### config.mk
export PLATFORM = sky130hd
export DESIGN_NAME = claAccelTop
export DESIGN_NICKNAME = d
export VERILOG_FILES = /design/src/common/claPkg.sv /design/src/adder/claCarryTree.sv /design/src/adder/claAdder16.sv /design/src/source/flagUnit.sv /design/src/source/axiLiteRegs.sv /design/src/source/claAccelTop.sv
export SDC_FILE = /design/constraint.sdc
export NUM_CORES = 1
export LEC_CHECK = 0
export ABC_AREA = 1
export BUFFER_PORTS_ARGS = -buffer_cell sky130_fd_sc_hd__buf_2
export CORE_UTILIZATION = 36
export CTS_BUF_LIST = sky130_fd_sc_hd__clkbuf_4 sky130_fd_sc_hd__clkbuf_8
export DETAILED_ROUTE_END_ITERATION = 12
export SLEW_MARGIN = 10
export SYNTH_ARGS = -nofsm -noshare
export SYNTH_HDL_FRONTEND = slang
export SYNTH_SLANG_ARGS = --single-unit
### constraint.sdc
create_clock -name clk -period 5.8 [get_ports clk]
set_clock_uncertainty 0.15 [all_clocks]
set_input_delay 0.58 -clock clk [delete_from_list [all_inputs] [get_ports clk]]
set_output_delay 0.58 -clock clk [all_outputs]
set_load 0.02 [all_outputs]
### src/common/claPkg.sv
package claPkg;

    // ========================================================================
    // Widths
    // ========================================================================
    localparam int dataWidth  = 16;
    localparam int busWidth   = 32;
    localparam int addrWidth  = 5;
    localparam int groupCount = dataWidth / 4;  // Lookahead groups of four bits

    // ========================================================================
    // Register map
    // ========================================================================
    localparam logic [addrWidth-1:0] addrOpA    = 5'h00;
    localparam logic [addrWidth-1:0] addrOpB    = 5'h04;
    localparam logic [addrWidth-1:0] addrCtrl   = 5'h08;
    localparam logic [addrWidth-1:0] addrResult = 5'h0C;
    localparam logic [addrWidth-1:0] addrCount  = 5'h10;

    localparam int ctrlSubBit   = 0;
    localparam int ctrlCinBit   = 1;
    localparam int ctrlStartBit = 2;  // Self clearing, always reads as 0

    localparam int resCarryBit = 16;
    localparam int resOvfBit   = 17;
    localparam int resZeroBit  = 18;
    localparam int resNegBit   = 19;

    localparam logic [1:0] respOkay   = 2'b00;
    localparam logic [1:0] respSlvErr = 2'b10;

endpackage

### src/adder/claCarryTree.sv
module claCarryTree import claPkg::*; (
    input  logic                 cin,
    input  logic [dataWidth-1:0] pIn,
    input  logic [dataWidth-1:0] gIn,
    output logic [dataWidth-1:0] cOut,
    output logic                 pOut,
    output logic                 gOut
);

    // Carries into each of four bits, lowest carry is the incoming one
    function automatic logic [3:0] laCarry(
        input logic       c,
        input logic [3:0] p,
        input logic [3:0] g
    );
        return {g[2] | (p[2] & g[1]) | (p[2] & p[1] & g[0]) | (p[2] & p[1] & p[0] & c),
                g[1] | (p[1] & g[0]) | (p[1] & p[0] & c),
                g[0] | (p[0] & c),
                c};
    endfunction

    // Group generate in the upper bit, group propagate in the lower
    function automatic logic [1:0] laGroup(
        input logic [3:0] p,
        input logic [3:0] g
    );
        logic gen;
        gen = g[3] | (p[3] & g[2]) | (p[3] & p[2] & g[1]) | (p[3] & p[2] & p[1] & g[0]);
        return {gen, &p};
    endfunction

    logic [groupCount-1:0] groupP;
    logic [groupCount-1:0] groupG;
    logic [groupCount-1:0] groupCin;

    // ========================================================================
    // First level: four 4-bit groups
    // ========================================================================
    for (genvar i = 0; i < groupCount; i++) begin : genGroup
        assign cOut[4*i +: 4] = laCarry(groupCin[i], pIn[4*i +: 4], gIn[4*i +: 4]);
        assign {groupG[i], groupP[i]} = laGroup(pIn[4*i +: 4], gIn[4*i +: 4]);
    end

    // ========================================================================
    // Second level across the groups
    // ========================================================================
    assign groupCin     = laCarry(cin, groupP, groupG);
    assign {gOut, pOut} = laGroup(groupP, groupG);

endmodule

### src/adder/claAdder16.sv
module claAdder16 import claPkg::*; (
    input  logic [dataWidth-1:0] a,
    input  logic [dataWidth-1:0] b,
    input  logic                 sub,
    input  logic                 cin,
    output logic [dataWidth-1:0] sum,
    output logic                 carryOut,
    output logic                 overflow
);

    logic [dataWidth-1:0] bEff;
    logic [dataWidth-1:0] prop;
    logic [dataWidth-1:0] gen;
    logic [dataWidth-1:0] carry;
    logic                 cinEff;
    logic                 blockP;
    logic                 blockG;

    // Two's complement subtract adds the inverted operand plus one
    assign bEff   = sub ? ~b : b;
    assign cinEff = sub | cin;  // Carry-in is forced when subtracting

    for (genvar i = 0; i < dataWidth; i++) begin : genBit
        assign prop[i] = a[i] | bEff[i];
        assign gen[i]  = a[i] & bEff[i];
        assign sum[i]  = a[i] ^ bEff[i] ^ carry[i];
    end

    claCarryTree uTree (
        .cin  (cinEff),
        .pIn  (prop),
        .gIn  (gen),
        .cOut (carry),
        .pOut (blockP),
        .gOut (blockG)
    );

    assign carryOut = blockG | (blockP & cinEff);
    assign overflow = carry[dataWidth-1] ^ carryOut;  // Sign carry-in differs from carry-out

endmodule

### src/source/flagUnit.sv
module flagUnit import claPkg::*; (
    input  logic                 clk,
    input  logic                 rstN,
    input  logic                 start,
    input  logic [dataWidth-1:0] sum,
    input  logic                 carryOut,
    input  logic                 overflow,
    output logic [busWidth-1:0]  resultWord,
    output logic [busWidth-1:0]  opCount
);

    logic [busWidth-1:0] nextWord;

    always_comb begin
        nextWord                  = '0;
        nextWord[dataWidth-1:0]   = sum;
        nextWord[resCarryBit]     = carryOut;
        nextWord[resOvfBit]       = overflow;
        nextWord[resZeroBit]      = ~|sum;
        nextWord[resNegBit]       = sum[dataWidth-1];  // Sign of the result
    end

    always_ff @(posedge clk or negedge rstN) begin
        if (!rstN) begin
            resultWord <= '0;
            opCount    <= '0;
        end else if (start) begin
            resultWord <= nextWord;
            opCount    <= opCount + 1'b1;  // Wraps after all ones
        end
    end

endmodule

### src/source/axiLiteRegs.sv
module axiLiteRegs import claPkg::*; (
    input  logic                 clk,
    input  logic                 rstN,
    input  logic [addrWidth-1:0] awaddr,
    input  logic                 awvalid,
    output logic                 awready,
    input  logic [busWidth-1:0]  wdata,
    input  logic                 wvalid,
    output logic                 wready,
    output logic [1:0]           bresp,
    output logic                 bvalid,
    input  logic                 bready,
    input  logic [addrWidth-1:0] araddr,
    input  logic                 arvalid,
    output logic                 arready,
    output logic [busWidth-1:0]  rdata,
    output logic [1:0]           rresp,
    output logic                 rvalid,
    input  logic                 rready,
    input  logic [busWidth-1:0]  resultWord,
    input  logic [busWidth-1:0]  opCount,
    output logic [dataWidth-1:0] opA,
    output logic [dataWidth-1:0] opB,
    output logic                 sub,
    output logic                 cin,
    output logic                 start
);

    logic                wrReady;
    logic                wrFire;
    logic                wrMapped;
    logic                rdFire;
    logic                rdMapped;
    logic [busWidth-1:0] rdMux;

    // ========================================================================
    // Write channel
    // ========================================================================
    assign awready  = wrReady;
    assign wready   = wrReady;  // Address and data are taken together
    assign wrFire   = wrReady & awvalid & wvalid;
    assign wrMapped = (awaddr == addrOpA) || (awaddr == addrOpB) || (awaddr == addrCtrl) ||
                      (awaddr == addrResult) || (awaddr == addrCount);

    always_ff @(posedge clk or negedge rstN) begin
        if (!rstN) begin
            wrReady <= 1'b0;
            bvalid  <= 1'b0;
            bresp   <= respOkay;
        end else if (wrFire) begin
            wrReady <= 1'b0;
            bvalid  <= 1'b1;
            bresp   <= wrMapped ? respOkay : respSlvErr;
        end else if (bvalid) begin
            if (bready) begin
                bvalid <= 1'b0;  // Ready drops for a cycle before the next write
            end
        end else begin
            wrReady <= awvalid & wvalid;
        end
    end

    always_ff @(posedge clk or negedge rstN) begin
        if (!rstN) begin
            opA   <= '0;
            opB   <= '0;
            sub   <= 1'b0;
            cin   <= 1'b0;
            start <= 1'b0;
        end else begin
            start <= 1'b0;
            if (wrFire) begin
                case (awaddr)
                    addrOpA: opA <= wdata[dataWidth-1:0];
                    addrOpB: opB <= wdata[dataWidth-1:0];
                    addrCtrl: begin
                        sub   <= wdata[ctrlSubBit];
                        cin   <= wdata[ctrlCinBit];
                        start <= wdata[ctrlStartBit];  // One cycle pulse
                    end
                    default: ;  // Result and count are read only
                endcase
            end
        end
    end

    // ========================================================================
    // Read channel
    // ========================================================================
    assign rdFire = arready & arvalid;

    always_comb begin
        rdMux    = '0;
        rdMapped = 1'b1;
        case (araddr)
            addrOpA:    rdMux[dataWidth-1:0] = opA;
            addrOpB:    rdMux[dataWidth-1:0] = opB;
            addrCtrl: begin
                rdMux[ctrlSubBit] = sub;
                rdMux[ctrlCinBit] = cin;
            end
            addrResult: rdMux = resultWord;
            addrCount:  rdMux = opCount;
            default:    rdMapped = 1'b0;
        endcase
    end

    always_ff @(posedge clk or negedge rstN) begin
        if (!rstN) begin
            arready <= 1'b0;
            rvalid  <= 1'b0;
            rdata   <= '0;
            rresp   <= respOkay;
        end else if (rdFire) begin
            arready <= 1'b0;
            rvalid  <= 1'b1;
            rdata   <= rdMux;
            rresp   <= rdMapped ? respOkay : respSlvErr;
        end else if (rvalid) begin
            if (rready) begin
                rvalid  <= 1'b0;
                arready <= 1'b1;
            end
        end else begin
            arready <= 1'b1;  // Idle and nothing pending
        end
    end

endmodule

### src/source/claAccelTop.sv
module claAccelTop import claPkg::*; (
    input  logic                 clk,
    input  logic                 rstN,
    input  logic [addrWidth-1:0] awaddr,
    input  logic                 awvalid,
    output logic                 awready,
    input  logic [busWidth-1:0]  wdata,
    input  logic                 wvalid,
    output logic                 wready,
    output logic [1:0]           bresp,
    output logic                 bvalid,
    input  logic                 bready,
    input  logic [addrWidth-1:0] araddr,
    input  logic                 arvalid,
    output logic                 arready,
    output logic [busWidth-1:0]  rdata,
    output logic [1:0]           rresp,
    output logic                 rvalid,
    input  logic                 rready
);

    logic [dataWidth-1:0] opA;
    logic [dataWidth-1:0] opB;
    logic                 sub;
    logic                 cin;
    logic                 start;
    logic [dataWidth-1:0] sum;
    logic                 carryOut;
    logic                 overflow;
    logic [busWidth-1:0]  resultWord;
    logic [busWidth-1:0]  opCount;

    axiLiteRegs uRegs (
        .clk        (clk),
        .rstN       (rstN),
        .awaddr     (awaddr),
        .awvalid    (awvalid),
        .awready    (awready),
        .wdata      (wdata),
        .wvalid     (wvalid),
        .wready     (wready),
        .bresp      (bresp),
        .bvalid     (bvalid),
        .bready     (bready),
        .araddr     (araddr),
        .arvalid    (arvalid),
        .arready    (arready),
        .rdata      (rdata),
        .rresp      (rresp),
        .rvalid     (rvalid),
        .rready     (rready),
        .resultWord (resultWord),
        .opCount    (opCount),
        .opA        (opA),
        .opB        (opB),
        .sub        (sub),
        .cin        (cin),
        .start      (start)
    );

    claAdder16 uAdder (
        .a        (opA),
        .b        (opB),
        .sub      (sub),
        .cin      (cin),
        .sum      (sum),
        .carryOut (carryOut),
        .overflow (overflow)
    );

    flagUnit uFlags (
        .clk        (clk),
        .rstN       (rstN),
        .start      (start),
        .sum        (sum),
        .carryOut   (carryOut),
        .overflow   (overflow),
        .resultWord (resultWord),
        .opCount    (opCount)
    );

endmodule

==> impl_results.md, run 1 <==
- Outcome: finished clean
- Area grow syn2layout: 14.7%
- Finished Cell Area: 7820 um2
- Layout cell share with drive strength beyond 1: 0.129
- Required time of the worst setup path: approximately 6.0 ns
- Starting Density: 0.373
- Max Slew Vio Count: 0
- First-pass GRT wire length: approximately 28 mm
- Post-Route WL: ~16 mm
- Tcrit/Tclk final: 0.685
- Synth Area per Inst: 8.09 um2
- DIE WIDTH: about 140 um
- Post-DP HPWL: between 10 and 15 mm
- Fill cell count: ~1,800
- Crit path setup slack, layout: approximately 1.8 ns
- FP Rows: 49
- Number of diodes: 0
- Gr ovfl total: 0
- Internal Power: 1.45 mW
- Worst-margin pin slew: just over 1 ns
- RD Place Congestion: about 0.83
- I/O pin cnt: 90
- Most frequent cells in the layout: 253 x nand2_1, 124 x dfrtp_1, 116 x inv_1
- Via density: about 4.8
- Syn. warnings: 0
- CTS resizes: 0
- Die area: 19,500 um2
- P per Cell Area: between 200 and 300 nW/um2
- Starting DRT DRC Count: roughly 270
- Core region area: 18,300 um2
- Seq pwr share: 0.461
- DRT antenna net count: 0
- TritonCTS Sinks: 124
- Total GRT Usage: 0.181
- Area of the multi-input gates: between 3000 and 4000 um2
- Hold_ws: between 0.04 and 0.05 ns
- Synth cell types: 31
- Worst-path fanout max: 18
- Total CTS buffers: 17
- Seq/Total Area, Yosys: 0.455
- CP Capture Type: flop
- Largest net degree at the start of global routing: 67
- Vias in the first global route: roughly 5,500
- Clk Tree Root Cell: clkbuf_8
- Setup repair bufs after CTS: 0
- Worst Setup Start Kind: flop
- Number of synthesized register bits: ~120
- Relative slew margins: 0.324
- RSZ-0062 raised after global routing: no
- Cell count after placement: around 1,100
- Clock latency on the worst-skew pair: around 0.45 ns
- Sw frac: 0.290
- Post-DP Area: 7400 um2
- Die Ht: about 140 um
- Final Non-Filler Cells: ~1,200
- Clock Pin Slew Worst Setup and Hold Paths: roughly 0.070 ns
- Mapped Cells: ~840
- Via Count: 5,498
- # DRC: 0
- Clk pwr share: 0.398
- Final Util: 0.428
- CP Class: flop to flop
- Total power: just over 2 mW
- Cell Area, Synth: 6820 um2
- Initial antenna violation count: 0
- Worst vdd ir: between 0.15 and 0.2 mV
- NetSw: between 0.5 and 0.6 mW
- # setup viols final: 0
- LEAKAGE: around 4.1 nW
- Register Area: roughly 3100 um2
- CTS tree: built
- Gate power share: 0.141
- CTS Hold Bufs: 0
- I/O Buffers: 71
- Final setup TNS: 0 ns
- Worst hold path class: primary input to asynchronous set/reset pin
- WL/cell: roughly 14 um
- Pre-antenna DRT Iters: 4
- Final #Nets: about 1,000
- Max clock buf depth: 2
- Crit path DAT: between 4 and 5 ns
- H-tree levels: 4
- Most common cell after layout, fill and taps aside: nand2_1
- Fmax: about 0.25 GHz
- Post-route minimum period: a little under 4 ns
- Final Hold Vio Count: 0
- Dpl ws: about 1.8 ns
- Max Cap Violations: 0
[cells in the mapped netlist]
cell       instances  share of area
nand2_1          253           0.14
a211oi_1           3         0.0033
nor3_2             4         0.0059
o21ai_0           54          0.040
nor3_1            11         0.0081
nand3_1           27          0.020
fa_1               4          0.012
nor4_1             4         0.0037
nor2_2             3         0.0028
ha_1              33          0.061
inv_1            116          0.064
o31ai_1            6         0.0066
nor2_1            59          0.032
buf_4              3         0.0033
buf_2              1        0.00073
xor2_1            30          0.039
clkbuf_1          20          0.011
a221oi_1           8          0.010
a31oi_1            5         0.0046
nor3_4             2         0.0048
a21oi_1           17          0.012
buf_1              2         0.0011
nand2_2            1        0.00092
xnor2_1           21          0.027
dfrtp_1          124           0.45
nand4_1           16          0.015
nand3b_1           3         0.0033
o2111ai_1         10          0.013
inv_2              1        0.00055
a22oi_1            1         0.0011
conb_1             1        0.00055
[sequential cells by signal, summed over array words and instances (netlist names)]
name and count:
uRegs.arready 1, uRegs.awready 1, uRegs.bvalid 1, uRegs.cin 1, uRegs.rdata 32, uRegs.rresp 1, uRegs.bresp 1, uRegs.rvalid 1
uRegs.start 1, uRegs.opA 16, uFlags.resultWord 19, uRegs.sub 1, uFlags.opCount 32, uRegs.opB 16
[metal layers]
layer | vias up | track usage | share of wire
met4 | 0 | 0.0347 | 0.0068
met1 | 2544 | 0.246 | 0.49
li1 | 2820 | - | -
met2 | 123 | 0.295 | 0.45
met5 | - | 0 | 0
met3 | 11 | 0.0437 | 0.055
[critical path, stage by stage, from the launching register on]
cell,delay [ns]
dfrtp_1,1.02
xor2_1,0.25
inv_1,0.07
ha_1,0.19
nor2_1,0.24
nand3_1,0.14
nand3_1,0.21
nand2_1,0.08
nand2_1,0.14
inv_1,0.07
fa_1,0.37
xor2_1,0.25
nand2_1,0.08
nor3_1,0.16
nand3_1,0.10
nor2_1,0.12
nand2_1,0.07
nor2_1,0.08
nand2_1,0.08
nand2_1,0.06
[power groups by stage]
| stage | Sequential, mW | Combinational (mW) | Clock (mW) |
|---|---|---|---|
| 4_1_cts | 0.943 | 0.295 | 0.837 |
| 6_report | 0.943 | 0.289 | 0.816 |
| 2_1_floorplan | 0.973 | 0.175 | 0 |
| 5_1_grt | 0.949 | 0.331 | 0.877 |
| 3_3_place_gp | 0.960 | 0.289 | 0 |
| 3_5_place_dp | 0.960 | 0.294 | 0 |
[logic make-up after synthesis]
group,Yosys count,synth area share
AND/OR/NAND/NOR,383,0.236
buffers and inverters,143,0.0805
flip-flops,124,0.455
AO/OA/AOI/OAI,104,0.0908
XOR/XNOR,51,0.0655
adder cells (fa/ha/maj),37,0.0723
other,1,0.000550
[worst paths after layout]
kind / from / slack (ns) / to / depth (start not counted)
setup / recovery: uRegs.sub / 1.83 / uFlags.resultWord[18] / 19
hold / removal: rstN / 0.04 / uRegs.rdata[7] / 1
setup reg to reg: uRegs.sub / 1.83 / uFlags.resultWord[18] / 19
hold reg to reg: uRegs.rdata[28] / 0.33 / uRegs.rdata[28] / 2
max in group asynchronous: rstN / 4.15 / uRegs.opB[14] / 2
min in group clk: bready / 0.16 / uRegs.bvalid / 2
[layout make-up]
type,count,area share
Timing Repair Buffer,76,0.0505
Multi-Input combinational cell,577,0.406
Inverter,117,0.0561
Clock inverter,13,0.0210
Clock buffer,19,0.0334
Tap cell,229,0.0366
Sequential cell,124,0.397
Power figures use the tool's default switching activity.
==> inputs of run 2 (changes only) <==
==> constraint.sdc (replaced) <==
create_clock -name clk -period 4 [get_ports clk]
set_clock_uncertainty 0.15 [all_clocks]
set_input_delay 0.4 -clock clk [delete_from_list [all_inputs] [get_ports clk]]
set_output_delay 0.4 -clock clk [all_outputs]
set_load 0.02 [all_outputs]
==> impl_results.md, run 2 (same netlist as run 1, synthesis figures left out) <==
- Outcome: finished clean
- Required time of the worst setup path: 4.23 ns (-1.80 ns)
- Most frequent cells in the layout: 253 x nand2_1, 124 x dfrtp_1, 116 x inv_1
- Pre-antenna DRT Iters: 5 (+1)
- Fmax: 0.279 GHz (+11%)
- Total power: 2.86 mW (+40%)
- Tcrit/Tclk final: 0.896 (+0.211)
- FF-to-FF End: uFlags.resultWord[18]
- Worst R2R Path Depth: 20 (+1)
- WP depth: 20 (+1)
- Setup repair bufs after CTS: 0 (unchanged)
- LEAKAGE: 4.06 nW (about the same)
- DRT antenna net count: 0 (unchanged)
- Crit path DAT: 3.81 ns (-0.40 ns)
- Gr ovfl total: 0 (unchanged)
- # DRC: 0 (unchanged)
- FP Rows: 49 (unchanged)
- I/O pin cnt: 90 (unchanged)
- Largest regs: uFlags.opCount: 32 flops, uRegs.rdata: 32 flops, uFlags.resultWord: 19 flops
- Total CTS buffers: 17 (unchanged)
- Initial antenna violation count: 0 (unchanged)
- Min-Delay Endpoint: uRegs.rvalid
- First-pass GRT wire length: 26.8 mm (-3.2%)
- Cell count after placement: 1,125 (+0.18%)
- Max clock buf depth: 2 (unchanged)
- WL/cell: 13.9 um (-0.84%)
- Clk Tree Root Cell: clkbuf_8
- Cell Chain, Critical Path: buf_4, xor2_1, inv_1, ha_1, nor2_1, nand2_1, nor2_1, nand2_1, nand2_1, inv_1, fa_1, xor2_1, nand2_1, nor3_1, nand3_1, nor2_1, nand2_1, nor2_1, nand2_1, nand2_1
- Post-DP HPWL: 11.6 mm (-1.9%)
- Worst vdd ir: 0.177 mV (+6.2%)
- Max Cap Violations: 0 (unchanged)
- # setup viols final: 0 (unchanged)
- Die Ht: 140 um (unchanged)
- RSZ-0062 raised after global routing: no
- Core region area: 18,300 um2 (unchanged)
- Area grow syn2layout: 14.7% (about the same)
- CTS tree: built
- Final Util: 0.428 (about the same)
- Setup slack, reg-to-reg: 0.42 ns (-1.41 ns)
- Final setup TNS: 0 ns (unchanged)
- Critical path's slowest cell: dfrtp_1
- Final #Nets: 1,003 (+0.40%)
- Largest delay share family, worst path: simple AND/OR/NAND/NOR gates
- H-tree levels: 4 (unchanged)
- Critical path's most frequent cell: nand2_1
- Relative slew margins: 0.368 (+0.0441)
- Clock latency on the worst-skew pair: 0.44 ns (about the same)
- Final Non-Filler Cells: 1,159 (+0.35%)
- Starting DRT DRC Count: 318 (+16%)
- Final Hold Vio Count: 0 (unchanged)
- Die area: 19,500 um2 (unchanged)
- Crit path buf inv count: 3 (+1)
- Layout cell share with drive strength beyond 1: 0.130 (+0.00160)
- Clock Pin Slew Worst Setup and Hold Paths: 0.08 ns (about the same)
- Via Count: 5,510 (+0.22%)
- Worst-path fanout max: 10 (-8)
- Origin of the critical flop-to-flop path: uRegs.sub
- Worst-margin pin slew: 0.945 ns (-0.0685 ns)
- RD Place Congestion: 0.855 (+2.7%)
- Max Slew Vio Count: 0 (unchanged)
- Min-delay src: rready
- Max stage delay on crit path: 0.66 ns (-0.36 ns)
- Vias in the first global route: 5,230 (-4.4%)
- Worst Setup Start Kind: flop
- P per Cell Area: 366 nW/um2 (+40%)
- Hold depth: 2
- Total GRT Usage: 0.176 (-0.00523)
- Largest net degree at the start of global routing: 122 (+82%)
- CP Capture Type: flop
- TritonCTS Sinks: 124 (unchanged)
- Number of diodes: 0 (unchanged)
- Post-DP Area: 7420 um2 (+0.37%)
- Fill cell count: 1,856 (+0.38%)
- Worst hold path class: primary input to flop
- DIE WIDTH: 140 um (unchanged)
- Starting Density: 0.373 (unchanged)
- Post-Route WL: 16.2 mm (-0.49%)
- Post-route minimum period: 3.58 ns (-0.390 ns)
- Most common cell after layout, fill and taps aside: nand2_1
- Via density: 4.75 (-0.13%)
- CP Class: flop to flop
- I/O Buffers: 71 (unchanged)
- Finished Cell Area: 7830 um2 (about the same)
run 2: changes by cell type in the layout (fill, tap and decap cells not counted), moves of 2 or more:
cell,previous run,this run
bufinv_16,3,1
clkbuf_4,0,2
clkinv_4,3,1
dlygate4sd3_1,0,2
run 2: repair_timing:
item                      in CTS  in global routing
gates resized for setup        0                  0
hold endpoints to repair     121                  0
hold buffers                   2                  0
run 2: how the worst max path moves through the flow:
| stage | startpoint | endpoint | slack [ns] |
|---|---|---|---|
| finish | uRegs.sub | uFlags.resultWord[18] | 0.42 |
| global route | uRegs.sub | uFlags.resultWord[18] | 0.12 |
| CTS | uRegs.sub | uFlags.resultWord[18] | 0.41 |
| detailed placement | uRegs.sub | uFlags.resultWord[18] | 0.43 |
| global placement | uRegs.sub | uFlags.resultWord[18] | 0.49 |
| floorplan | uRegs.sub | uFlags.resultWord[18] | 0.78 |
run 2: final cells by class:
class	count	area (um2)	area share
clock buffer	22	290	0.0371
clock inverter	10	90.1	0.0115
inverter	117	439	0.0561
multi-input combinational	577	3170	0.406
sequential	124	3100	0.397
tap	229	287	0.0366
timing repair buffer	80	443	0.0566
run 2: report_power, final:
| part | total [mW] | leakage (nW) | internal (mW) | switching [mW] |
|---|---|---|---|---|
| registers | 1.37 | 1.70 | 1.31 | 0.0533 |
| logic | 0.431 | 2.17 | 0.150 | 0.281 |
| clock network | 1.07 | 0.192 | 0.552 | 0.514 |
run 2: metal layers:
layer	vias to the layer above	part of all wire	track usage
met3	16	0.041	0.0348
met1	2540	0.50	0.250
met5	-	0	0
met2	128	0.44	0.269
met4	0	0.013	0.0544
li1	2826	-	-
run 2: metrics by stage:
stage          hold slack, ns  worst slack (ns)
6_report               0.0440             0.417
5_1_grt                0.0326             0.123
4_1_cts                0.0159             0.409
3_5_place_dp           0.0558             0.433
3_3_place_gp           0.0561             0.494
2_1_floorplan         -0.0456             0.785
==> inputs of run 3 (changes only) <==
==> constraint.sdc (replaced) <==
create_clock -name clk -period 4.1 [get_ports clk]
set_clock_uncertainty 0.15 [all_clocks]
set_input_delay 0.41 -clock clk [delete_from_list [all_inputs] [get_ports clk]]
set_output_delay 0.41 -clock clk [all_outputs]
set_load 0.02 [all_outputs]
==> impl_results.md, run 3 (same netlist as run 1, synthesis figures left out) <==
- Met2 WL: 7.18 mm (+0.83%)
- Gr ovfl total: 0 (unchanged)
- Max clock buf depth: 2 (unchanged)
- Most frequent cells in the layout: 253 x nand2_1, 124 x dfrtp_1, 116 x inv_1
- Fill cell count: 1,874 (+0.97%)
- Post-Route WL: 16.2 mm (+0.44%)
- Worst Setup Start Kind: flop
- Sw frac: 0.293 (-0.00321)
- CTS tree: built
- Max Slew Vio Count: 0 (unchanged)
- DIE WIDTH: 140 um (unchanged)
- Total GRT Usage: 0.182 (+0.00580)
- Worst vdd ir: 0.204 mV (+15%)
- Largest regs: uFlags.opCount: 32 flops, uRegs.rdata: 32 flops, uFlags.resultWord: 19 flops
- Clk Tree Root Cell: clkbuf_8
- Final Hold Vio Count: 0 (unchanged)
- LEAKAGE: 4.05 nW (-0.25%)
- Clock latency on the worst-skew pair: 0.45 ns (about the same)
- Via Count: 5,526 (+0.29%)
- Critical path's slowest cell: dfrtp_1
- Final Non-Filler Cells: 1,158 (-0.086%)
- I/O pin cnt: 90 (unchanged)
- Largest delay share family, worst path: simple AND/OR/NAND/NOR gates
- Worst-margin pin slew: 0.948 ns (+0.00230 ns)
- Gate power share: 0.151 (about the same)
- Layout cell share with drive strength beyond 1: 0.129 (-0.000936)
- Crit path buf inv count: 3 (unchanged)
- Die area: 19,500 um2 (unchanged)
- TritonCTS Sinks: 124 (unchanged)
- Fmax: 0.275 GHz (-1.6%)
- Post-route minimum period: 3.64 ns (+0.0564 ns)
- Seq pwr share: 0.483 (+0.006)
- Cell Chain, Critical Path: buf_4, xor2_1, inv_1, ha_1, nor2_1, nand2_1, nor2_1, nand2_1, nand2_1, inv_1, fa_1, xor2_1, nand2_1, nor3_1, nand3_1, nor2_1, nand2_1, nor2_1, nand2_1, nand2_1
- Final setup TNS: 0 ns (unchanged)
- P per Cell Area: 354 nW/um2 (-3.2%)
- # setup viols final: 0 (unchanged)
- Total CTS buffers: 17 (unchanged)
- Clock Pin Slew Worst Setup and Hold Paths: 0.07 ns (about the same)
- Pre-antenna DRT Iters: 4 (-1)
- Metal3 WL: 885 um (+33%)
- Number of diodes: 0 (unchanged)
- WL/cell: 14.0 um (+0.53%)
- Outcome: finished clean
- Worst-path fanout max: 10 (unchanged)
- RD Place Congestion: 0.861 (+0.69%)
- Required time of the worst setup path: 4.35 ns (+0.12 ns)
- H-tree levels: 4 (unchanged)
- CP Class: flop to flop
- Crit path DAT: 3.89 ns (+0.08 ns)
- Initial antenna violation count: 0 (unchanged)
- Starting DRT DRC Count: 315 (-0.94%)
- Critical path's most frequent cell: nand2_1
- Post-DP HPWL: 11.9 mm (+2.4%)
- Area of the multi-input gates: 3170 um2 (unchanged)
- Final #Nets: 1,004 (+0.10%)
- RSZ-0062 raised after global routing: no
- Setup slack, reg-to-reg: 0.46 ns (+0.04 ns)
- CP Capture Type: flop
- Cell count after placement: 1,126 (+0.089%)
- Starting Density: 0.373 (unchanged)
- DRT antenna net count: 0 (unchanged)
- Register Area: 3100 um2 (unchanged)
- Largest net degree at the start of global routing: 75 (-39%)
- Tcrit/Tclk final: 0.888 (-0.00809)
- CTS resizes: 0 (unchanged)
- I/O Buffers: 71 (unchanged)
- Area grow syn2layout: 14.3%
- Clk pwr share: 0.366 (-0.007)
- Post-Route M1 WL: 7.93 mm (-2.8%)
- Final Util: 0.427 (-0.00144)
- Vias in the first global route: 5,415 (+3.5%)
- Highest metal used: met4
- # DRC: 0 (unchanged)
- First-pass GRT wire length: 27.7 mm (+3.1%)
- Max Cap Violations: 0 (unchanged)
- Via density: 4.77 (+0.38%)
- NetSw: 0.810 mW (-4.5%)
- Most common cell after layout, fill and taps aside: nand2_1
- Die Ht: 140 um (unchanged)
- Internal Power: 1.95 mW (-3.0%)
- Worst hold path class: primary input to flop
- Relative slew margins: 0.367 (-0.00154)
- FP Rows: 49 (unchanged)
- Max stage delay on crit path: 0.67 ns (about the same)
- Core region area: 18,300 um2 (unchanged)
-- run 3: what timing repair did --
action / in CTS / in global routing
hold buffers: 2 / 0
hold endpoints to repair: 70 / 0
buffers inserted: 0 / 0
-- run 3: final cells by class --
| type | count | area share |
|---|---|---|
| timing repair buffer | 81 | 0.0562 |
| inverter | 117 | 0.0563 |
| tap | 229 | 0.0367 |
| clock inverter | 7 | 0.00866 |
| multi-input combinational | 577 | 0.407 |
| clock buffer | 23 | 0.0374 |
| sequential | 124 | 0.398 |
-- run 3: layer usage --
| metal | vias to the layer above | GRT usage |
|---|---|---|
| met5 | - | 0 |
| met4 | 0 | 0.0602 |
| met3 | 15 | 0.0420 |
| met2 | 116 | 0.282 |
| met1 | 2567 | 0.250 |
| li1 | 2828 | - |
-- run 3: worst paths after layout --
check | from | depth (start not counted) | to
worst max-delay path | uRegs.sub | 20 | uFlags.resultWord[18]
worst min-delay path | rready | 2 | uRegs.rvalid
worst max register to register | uRegs.sub | 20 | uFlags.resultWord[18]
worst min register to register | uRegs.rdata[28] | 2 | uRegs.rdata[28]
max in group asynchronous | rstN | 3 | uRegs.opB[9]
min in group asynchronous | rstN | 2 | uRegs.rresp[1]
-- run 3: power groups by stage --
stage	sequential, mW	clock (mW)	combinational [mW]
finish	1.33	1.01	0.418
floorplan	1.38	0	0.247
detailed placement	1.36	0	0.422
global route	1.34	1.09	0.477
CTS	1.33	1.04	0.426
global placement	1.35	0	0.415
-- run 3: through the flow --
stage | hold WS, ns | setup WS, ns | total power [mW] | cell area (um2)
final | 0.0376 | 0.460 | 2.76 | 7800
after global routing | 0.0234 | 0.163 | 2.90 | 7800
after CTS | 0.0193 | 0.481 | 2.80 | 7800
after detailed placement | 0.311 | 0.524 | 1.78 | 7420
after global placement | 0.307 | 0.576 | 1.77 | 7420
after floorplan | -0.0356 | 0.885 | 1.62 | 6830
